[src/logic/rv_isa_pkg.sv]
`default_nettype none

package rv_isa_pkg;

    localparam int XLEN = 64;
    // shift amount width on rv64
    localparam int SHAMT_W = $clog2(XLEN);

    typedef logic [31:0] inst_t;
    typedef logic [4:0]  reg_addr_t;

    // instruction field positions
    localparam int OPCODE_HI = 6;
    localparam int OPCODE_LO = 2;
    localparam int RD_HI     = 11;
    localparam int RD_LO     = 7;
    localparam int F3_HI     = 14;
    localparam int F3_LO     = 12;
    localparam int RS1_HI    = 19;
    localparam int RS1_LO    = 15;
    localparam int RS2_HI    = 24;
    localparam int RS2_LO    = 20;
    localparam int F7_HI     = 31;
    localparam int F7_LO     = 25;
    localparam int IMM_I_LO  = 20;
    localparam int IMM_U_LO  = 12;

    // major opcodes, bits 6..2
    typedef enum logic [4:0] {
        LOAD      = 5'b00000,
        OP_IMM    = 5'b00100,
        AUIPC     = 5'b00101,
        OP_IMM_32 = 5'b00110,
        STORE     = 5'b01000,
        OP        = 5'b01100,
        LUI       = 5'b01101,
        OP_32     = 5'b01110,
        BRANCH    = 5'b11000
    } opcode_t;

    localparam logic [2:0] F3_ADD  = 3'b000;
    localparam logic [2:0] F3_SLL  = 3'b001;
    localparam logic [2:0] F3_SLT  = 3'b010;
    localparam logic [2:0] F3_SLTU = 3'b011;
    localparam logic [2:0] F3_XOR  = 3'b100;
    // srl and sra share one code
    localparam logic [2:0] F3_SR   = 3'b101;
    localparam logic [2:0] F3_OR   = 3'b110;
    localparam logic [2:0] F3_AND  = 3'b111;

    localparam logic [6:0] F7_BASE = 7'b0000000;
    // sub and sra
    localparam logic [6:0] F7_ALT  = 7'b0100000;

endpackage

`default_nettype wire

[src/logic/decode_pkg.sv]
`default_nettype none

package decode_pkg;

    import rv_isa_pkg::*;

    typedef enum logic {
        PIPE_XARITH = 1'b0,
        PIPE_XLOGIC = 1'b1
    } pipe_e;

    typedef enum logic {
        XARITH_ADD = 1'b0,
        XARITH_SLT = 1'b1
    } xarith_op_e;

    typedef enum logic [1:0] {
        XLOGIC_AND = 2'b00,
        XLOGIC_OR  = 2'b01,
        XLOGIC_XOR = 2'b10,
        XLOGIC_SHF = 2'b11
    } xlogic_op_e;

    // operand a select, rs1 by default
    typedef enum logic [1:0] {
        SRC_A_REG  = 2'b00,
        SRC_A_PC   = 2'b01,
        SRC_A_ZERO = 2'b10
    } src_a_e;

    typedef struct packed {
        xarith_op_e op;
        logic       sub;
        logic       unsigned_cmp;
        logic       word;
    } xarith_ctrl_t;

    typedef struct packed {
        xlogic_op_e op;
        logic       shift_right;
        logic       shift_arith;
        logic       word;
    } xlogic_ctrl_t;

    // one decoded slot
    typedef struct packed {
        logic         legal;
        reg_addr_t    rd;
        reg_addr_t    rs2;
        reg_addr_t    rs1;
        logic [31:0]  imm;
        pipe_e        pipe;
        src_a_e       src_a;
        logic         use_imm;
        xarith_ctrl_t xarith;
        xlogic_ctrl_t xlogic;
    } decode_bundle_t;

endpackage

`default_nettype wire

[src/logic/decode_out_reg.sv]
`timescale 1ns/1ps
`default_nettype none

module decode_out_reg
    import decode_pkg::*;
#(
    parameter int ISSUE_WIDTH = 2
) (
    input  logic                               i_clk,
    input  logic                               i_rst_n,

    input  logic                               i_valid,
    output logic                               o_ready,
    input  decode_bundle_t [ISSUE_WIDTH-1:0]   i_bundle,
    input  logic [$clog2(ISSUE_WIDTH)-1:0]     i_count,

    input  logic                               i_ready,
    output logic                               o_valid,
    output decode_bundle_t [ISSUE_WIDTH-1:0]   o_bundle,
    output logic [$clog2(ISSUE_WIDTH)-1:0]     o_count
);

    logic                             valid_q;
    decode_bundle_t [ISSUE_WIDTH-1:0] bundle_q;
    logic [$clog2(ISSUE_WIDTH)-1:0]   count_q;
    logic                             accept;

    // free when empty or draining this cycle
    assign o_ready = !valid_q || i_ready;
    assign accept  = i_valid && o_ready;

    always_ff @(posedge i_clk or negedge i_rst_n) begin
        if (!i_rst_n) begin
            valid_q  <= 1'b0;
            bundle_q <= '0;
            count_q  <= '0;
        end else begin
            if (accept) begin
                valid_q  <= 1'b1;
                bundle_q <= i_bundle;
                count_q  <= i_count;
            end else if (i_ready) begin
                valid_q <= 1'b0;
            end
        end
    end

    assign o_valid  = valid_q;
    assign o_bundle = bundle_q;
    assign o_count  = count_q;

endmodule

`default_nettype wire

[src/logic/decode_stage.sv]
`timescale 1ns/1ps
`default_nettype none

module decode_stage
    import rv_isa_pkg::*;
    import decode_pkg::*;
#(
    parameter int ISSUE_WIDTH = 2
) (
    input  logic                               i_clk,
    input  logic                               i_rst_n,

    // upstream
    input  logic                               i_input_valid,
    output logic                               o_input_ready,
    input  inst_t [ISSUE_WIDTH-1:0]            i_inst,
    input  logic [$clog2(ISSUE_WIDTH)-1:0]     i_count,

    // downstream
    input  logic                               i_output_ready,
    output logic                               o_output_valid,
    output decode_bundle_t [ISSUE_WIDTH-1:0]   o_bundle,
    output logic [$clog2(ISSUE_WIDTH)-1:0]     o_count
);

    decode_bundle_t [ISSUE_WIDTH-1:0] slot_bundle;

    // one decoder per slot
    generate
        for (genvar slot = 0; slot < ISSUE_WIDTH; slot++) begin : g_slot
            inst_decoder inst_decoder_inst (
                .i_inst   (i_inst[slot]),
                .o_bundle (slot_bundle[slot])
            );
        end
    endgenerate

    decode_out_reg #(
        .ISSUE_WIDTH (ISSUE_WIDTH)
    ) decode_out_reg_inst (
        .i_clk    (i_clk),
        .i_rst_n  (i_rst_n),
        .i_valid  (i_input_valid),
        .o_ready  (o_input_ready),
        .i_bundle (slot_bundle),
        .i_count  (i_count),
        .i_ready  (i_output_ready),
        .o_valid  (o_output_valid),
        .o_bundle (o_bundle),
        .o_count  (o_count)
    );

endmodule

`default_nettype wire

[src/logic/inst_decoder.sv]
`timescale 1ns/1ps
`default_nettype none

module inst_decoder
    import rv_isa_pkg::*;
    import decode_pkg::*;
(
    input  inst_t          i_inst,
    output decode_bundle_t o_bundle
);

    opcode_t     opcode;
    logic [2:0]  funct3;
    logic [6:0]  funct7;
    // bits above the 6-bit shamt of slli/srli/srai
    logic [F7_HI-IMM_I_LO-SHAMT_W:0] funct6;
    logic        reg_op;
    logic        word_op;
    logic        funct7_ok;
    logic        word_f3_ok;
    logic        legal;
    logic [31:0] imm_i;
    logic [31:0] imm_u;

    assign opcode = opcode_t'(i_inst[OPCODE_HI:OPCODE_LO]);
    assign funct3 = i_inst[F3_HI:F3_LO];
    assign funct7 = i_inst[F7_HI:F7_LO];
    assign funct6 = i_inst[F7_HI:IMM_I_LO+SHAMT_W];

    assign reg_op  = (opcode == OP) || (opcode == OP_32);
    assign word_op = (opcode == OP_IMM_32) || (opcode == OP_32);

    assign imm_i = {{20{i_inst[31]}}, i_inst[31:IMM_I_LO]};
    assign imm_u = {i_inst[31:IMM_U_LO], {IMM_U_LO{1'b0}}};

    // alt funct7 only for sub and sra forms
    assign funct7_ok = (funct7 == F7_BASE) ||
                       ((funct7 == F7_ALT) && ((funct3 == F3_ADD) || (funct3 == F3_SR)));

    // the -32 opcodes only have add, sll and sr
    assign word_f3_ok = (funct3 == F3_ADD) || (funct3 == F3_SLL) || (funct3 == F3_SR);

    always_comb begin
        legal = 1'b0;
        case (opcode)
            OP_IMM: begin
                case (funct3)
                    F3_SLL:  legal = (funct6 == F7_BASE[6:1]);
                    F3_SR:   legal = (funct6 == F7_BASE[6:1]) || (funct6 == F7_ALT[6:1]);
                    default: legal = 1'b1;
                endcase
            end
            // addiw has no funct7 field
            OP_IMM_32: legal = word_f3_ok && ((funct3 == F3_ADD) || funct7_ok);
            OP:        legal = funct7_ok;
            OP_32:     legal = word_f3_ok && funct7_ok;
            LUI,
            AUIPC:     legal = 1'b1;
            default:   legal = 1'b0;
        endcase
    end

    always_comb begin
        o_bundle       = '0;
        o_bundle.legal = legal;
        o_bundle.rd    = i_inst[RD_HI:RD_LO];
        o_bundle.rs1   = i_inst[RS1_HI:RS1_LO];
        o_bundle.rs2   = i_inst[RS2_HI:RS2_LO];
        o_bundle.src_a = SRC_A_REG;

        case (opcode)
            OP_IMM,
            OP_IMM_32,
            OP,
            OP_32: begin
                o_bundle.use_imm = !reg_op;
                if (!reg_op) begin
                    o_bundle.imm = imm_i;
                end

                case (funct3)
                    F3_ADD: begin
                        o_bundle.pipe       = PIPE_XARITH;
                        o_bundle.xarith.op  = XARITH_ADD;
                        o_bundle.xarith.sub = reg_op && (funct7 == F7_ALT);
                    end
                    F3_SLT,
                    F3_SLTU: begin
                        o_bundle.pipe       = PIPE_XARITH;
                        o_bundle.xarith.op  = XARITH_SLT;
                        // compare is done as a subtract
                        o_bundle.xarith.sub = 1'b1;
                    end
                    F3_XOR: begin
                        o_bundle.pipe      = PIPE_XLOGIC;
                        o_bundle.xlogic.op = XLOGIC_XOR;
                    end
                    F3_OR: begin
                        o_bundle.pipe      = PIPE_XLOGIC;
                        o_bundle.xlogic.op = XLOGIC_OR;
                    end
                    F3_AND: begin
                        o_bundle.pipe      = PIPE_XLOGIC;
                        o_bundle.xlogic.op = XLOGIC_AND;
                    end
                    F3_SLL,
                    F3_SR: begin
                        o_bundle.pipe               = PIPE_XLOGIC;
                        o_bundle.xlogic.op          = XLOGIC_SHF;
                        o_bundle.xlogic.shift_right = (funct3 == F3_SR);
                        o_bundle.xlogic.shift_arith = (funct3 == F3_SR) && i_inst[30];
                    end
                endcase

                // only the selected pipe gets its remaining fields
                if (o_bundle.pipe == PIPE_XARITH) begin
                    o_bundle.xarith.unsigned_cmp = funct3[0];
                    o_bundle.xarith.word         = word_op;
                end else begin
                    o_bundle.xlogic.word = word_op;
                end
            end
            LUI: begin
                o_bundle.imm       = imm_u;
                o_bundle.use_imm   = 1'b1;
                o_bundle.src_a     = SRC_A_ZERO;
                o_bundle.pipe      = PIPE_XARITH;
                o_bundle.xarith.op = XARITH_ADD;
            end
            AUIPC: begin
                o_bundle.imm       = imm_u;
                o_bundle.use_imm   = 1'b1;
                o_bundle.src_a     = SRC_A_PC;
                o_bundle.pipe      = PIPE_XARITH;
                o_bundle.xarith.op = XARITH_ADD;
            end
            default: begin
                // unsupported opcode, bundle stays zero apart from registers
                o_bundle.use_imm = 1'b0;
            end
        endcase
    end

endmodule

`default_nettype wire

[config.mk]
export PLATFORM = sky130hd
export DESIGN_NAME = decode_stage
export DESIGN_NICKNAME = d
export VERILOG_FILES = /design/src/logic/rv_isa_pkg.sv /design/src/logic/decode_pkg.sv /design/src/logic/decode_out_reg.sv /design/src/logic/decode_stage.sv /design/src/logic/inst_decoder.sv
export SDC_FILE = /design/constraint.sdc
export NUM_CORES = 1
export LEC_CHECK = 0
export BUFFER_PORTS_ARGS = -buffer_cell sky130_fd_sc_hd__buf_2
export CAP_MARGIN = 20
export CORE_MARGIN = 4
export CORE_UTILIZATION = 40
export DETAILED_ROUTE_END_ITERATION = 16
export PLACE_DENSITY_LB_ADDON = 0.1
export SETUP_SLACK_MARGIN = 0.15
export SYNTH_ARGS = -nofsm -noshare
export SYNTH_HDL_FRONTEND = slang
export SYNTH_HIERARCHICAL = 1
export SYNTH_SLANG_ARGS = --single-unit
[constraint.sdc]
create_clock -name i_clk -period 1.5 [get_ports i_clk]
set_input_delay 0.3 -clock i_clk [delete_from_list [all_inputs] [get_ports i_clk]]
set_output_delay 0.3 -clock i_clk [all_outputs]
set_load 0.01 [all_outputs]
==> summary.txt <==
Logic synthesis
  • Async set-reset flop share out of synthesis: between 90% and 100%
  • Synth Cell Area: just over 6000 um2
  • Post-synth EDFFs: 0
  • Top FF cell, synth: dfrtp_1
  • Sequential cell area fraction in the yosys report: 50.22%
  • Yosys warnings: 6
  • Library cells used by synthesis: 32
  • #FFs+latches synth: about 120
  • Avg Inst Size Synth: 12.58 um2
  • Syn Inst Count: about 490
  • Mapped Nets: 560

CTS
  • Worst skew pair latency: 400 ps
  • Sink Count: approximately 120
  • CTS Root Cell: clkbuf_16
  • Clock buffer count from CTS: 17
  • Maximum root-to-sink buffer count: 2
  • Clock Pin Slew Worst Setup and Hold Paths: ~50 ps
  • H-tree levels: 4
  • CTS tree: yes

Global route
  • Initial antenna violation count: 0
  • First-pass GRT wire length: approximately 24 mm
  • Largest net degree at the start of global routing: 40
  • GRT Overall Usage: between 10% and 20%
  • Vias in the first global route: 4554
  • Grt ovf: 0

STA
  • Achievable clock frequency: approximately 730 MHz
  • Slew Limit Fails: 0
  • RSZ-0062 raised after global routing: true
  • Crit path time final: between 1000 and 1500 ps
  • Setup TNS: 0 ps
  • Final worst-path cycle share: 91.36%
  • Final Hold Viols: 0
  • Setup-failing EPs final: 0
  • Worst slew margin: about 78%
  • Clock Skew: between 4 and 5 ps
  • Tightest Pin Transition: 331.0 ps
  • Hold slack final: around 130 ps

Pwr
  • P_leak: between 4 and 5 nW
  • Max IR drop VDD: roughly 700 uV
  • Total power draw: about 9.3 mW
  • P per Cell Area: 1132 nW/um2

Detailed routing
  • DRT antenna net count: 0
  • Routed vias: approximately 4200
  • Initial DRC Count: 176
  • Routed WL: about 15 mm
  • Drt wl/cell: 16.81 um
  • Pre-Repair DR Iteration Count: 4
  • Via-per-instance ratio: 4.737
  • DRC viols: 0

Placement
  • Gpl congestion: ~0.8
  • Dpl hpwl: 11.02 mm
  • Buffers on Ports: approximately 190

Critical path
  • Crit start category: input pin
  • Crit Path Category: in -> reg
  • R2R Path Start: decode_out_reg_inst/o_valid
  • WP buf/inv: 1
  • Critical Path, Cell by Cell: buf_2 -> or4_4 -> nor3_4 -> a31oi_1 -> o41ai_2 -> mux2_4
  • CP max stage cell: or4_4
  • Worst Path Arrival: 1710 ps
  • CP startpoint: i_inst[31]
  • Kind of cell adding the most delay to the critical path: simple AND/OR/NAND/NOR gates
  • CP Capture Type: flip-flop
  • Crit-path max FO: 2
  • Crit-path max cell delay: approximately 560 ps
  • Worst Path Required: 1840 ps

Final layout
  • # diodes: 0
  • Commonest non-fill, non-tap cell in the layout: buf_2
  • FILL cells: about 1400
  • Area of the multi-input gates: between 2000 and 3000 um2
  • Register area: a little over 3000 um2
  • P&R area growth vs syn: 33.01%
  • Share of cells above drive strength 1: slightly below 60%
  • Nets: approximately 760
  • Most frequent cells in the layout: buf_2 (187), dfrtp_1 (124), nand2_1 (80), mux2_4 (75), mux2_2 (48)

Run status
  • Status: finished, final reports clean

Die
  • Vert. Die Dim: 132.3 um
  • Core footprint: approximately 15000 um2
  • Die extent in x: approximately 130 um
  • Row count: 45
  • Die Area: 17500 um2
  • IO Pins: between 150 and 200
  • Initial core utilization: 40.79%

Worst hold path
  • Worst hold start: i_inst[39]
  • Hold/Removal Path Class: in -> reg

Flow run
  • Max-Cap Viols: 0
-- sequential cells by signal, indices dropped and copies added, names as in the netlist --
register and cells:
decode_out_reg_inst/o_bundle 122, decode_out_reg_inst/o_count 1, decode_out_reg_inst/o_valid 1
-- path summary, 6_finish.rpt --
check,endpoint,slack [ps],depth (start not counted)
setup reg to reg,decode_out_reg_inst/o_bundle[34],140,5
min in group asynchronous,decode_out_reg_inst/o_bundle[32],340,2
setup / recovery,decode_out_reg_inst/o_bundle[60],130,6
max in group asynchronous,decode_out_reg_inst/o_bundle[96],640,3
hold reg to reg,decode_out_reg_inst/o_bundle[71],500,1
hold / removal,decode_out_reg_inst/o_bundle[116],130,2
-- metal layers --
metal	wire (um)	vias to the layer above	global-route usage [%]
li1	-	2028	-
met1	6578	2086	21.57
met2	7532	115	29.08
met3	793	11	4.542
met4	141	0	5.196
met5	0	-	0
-- report_power, final --
part | total [mW] | leakage [nW] | switching, mW | internal (mW)
registers | 3.70 | 1.64 | 0.123 | 3.58
logic | 1.40 | 2.71 | 0.648 | 0.748
clock network | 4.21 | 0.299 | 1.39 | 2.82
-- cell usage after synthesis (4+ instances only) --
| cell | number | area share [%] |
|---|---|---|
| a21oi_1 | 6 | 0.49 |
| a31oi_1 | 4 | 0.40 |
| and2_1 | 28 | 2.8 |
| buf_2 | 7 | 0.57 |
| buf_4 | 34 | 4.1 |
| buf_6 | 12 | 2.2 |
| clkbuf_1 | 6 | 0.36 |
| dfrtp_1 | 124 | 50 |
| inv_1 | 4 | 0.24 |
| mux2_2 | 53 | 9.7 |
| mux2_4 | 70 | 17 |
| nand2_1 | 82 | 5.0 |
| nor2_1 | 12 | 0.73 |
| nor2b_1 | 8 | 0.81 |
| nor3_1 | 10 | 0.81 |
-- through the flow --
| step | std cells | utilization (%) | area [um2] | setup slack, ps |
|---|---|---|---|---|
| floorplan | 491 | - | 6281 | -96.36 |
| global placement | 854 | 49.08 | 7433 | -207.6 |
| detailed placement | 854 | 49.08 | 7433 | -275.8 |
| CTS | 886 | 53.28 | 8069 | 131.4 |
| global route | 895 | 54.26 | 8218 | 86.82 |
| finish | 895 | 54.26 | 8218 | 129.7 |
-- worst register-to-register path: stages (launching register included) --
cell and delay, ps:
dfrtp_1 400, nand2b_4 120, nand2_8 90, buf_4 170, clkbuf_16 170, mux2_4 300
-- cell families after synthesis --
logic type	after synthesis	synth area share [%]
and+or+nand+nor	163	13.51
muxes	123	26.67
DFF	124	50.22
AOI/OAI and AO/OA	16	1.944
buffers and inverters	65	7.655
-- layout make-up --
| cell class | instances | share of cell area [%] |
|---|---|---|
| Sequential cell | 124 | 37.76 |
| Multi-Input combinational cell | 302 | 32.49 |
| Timing Repair Buffer | 246 | 19.24 |
| Clock buffer | 25 | 6.151 |
| Tap cell | 188 | 2.862 |
| Clock inverter | 6 | 1.309 |
| Inverter | 4 | 0.1827 |
-- repair_timing --
item	in CTS	in global routing
gates resized for setup	2	7
hold endpoints to repair	17	0
pin swaps	1	1
setup endpoints to repair	38	113
hold buffers	1	0
gates cloned	0	2
setup buffers	0	7
No activity file was read; power rests on OpenSTA's default activity.
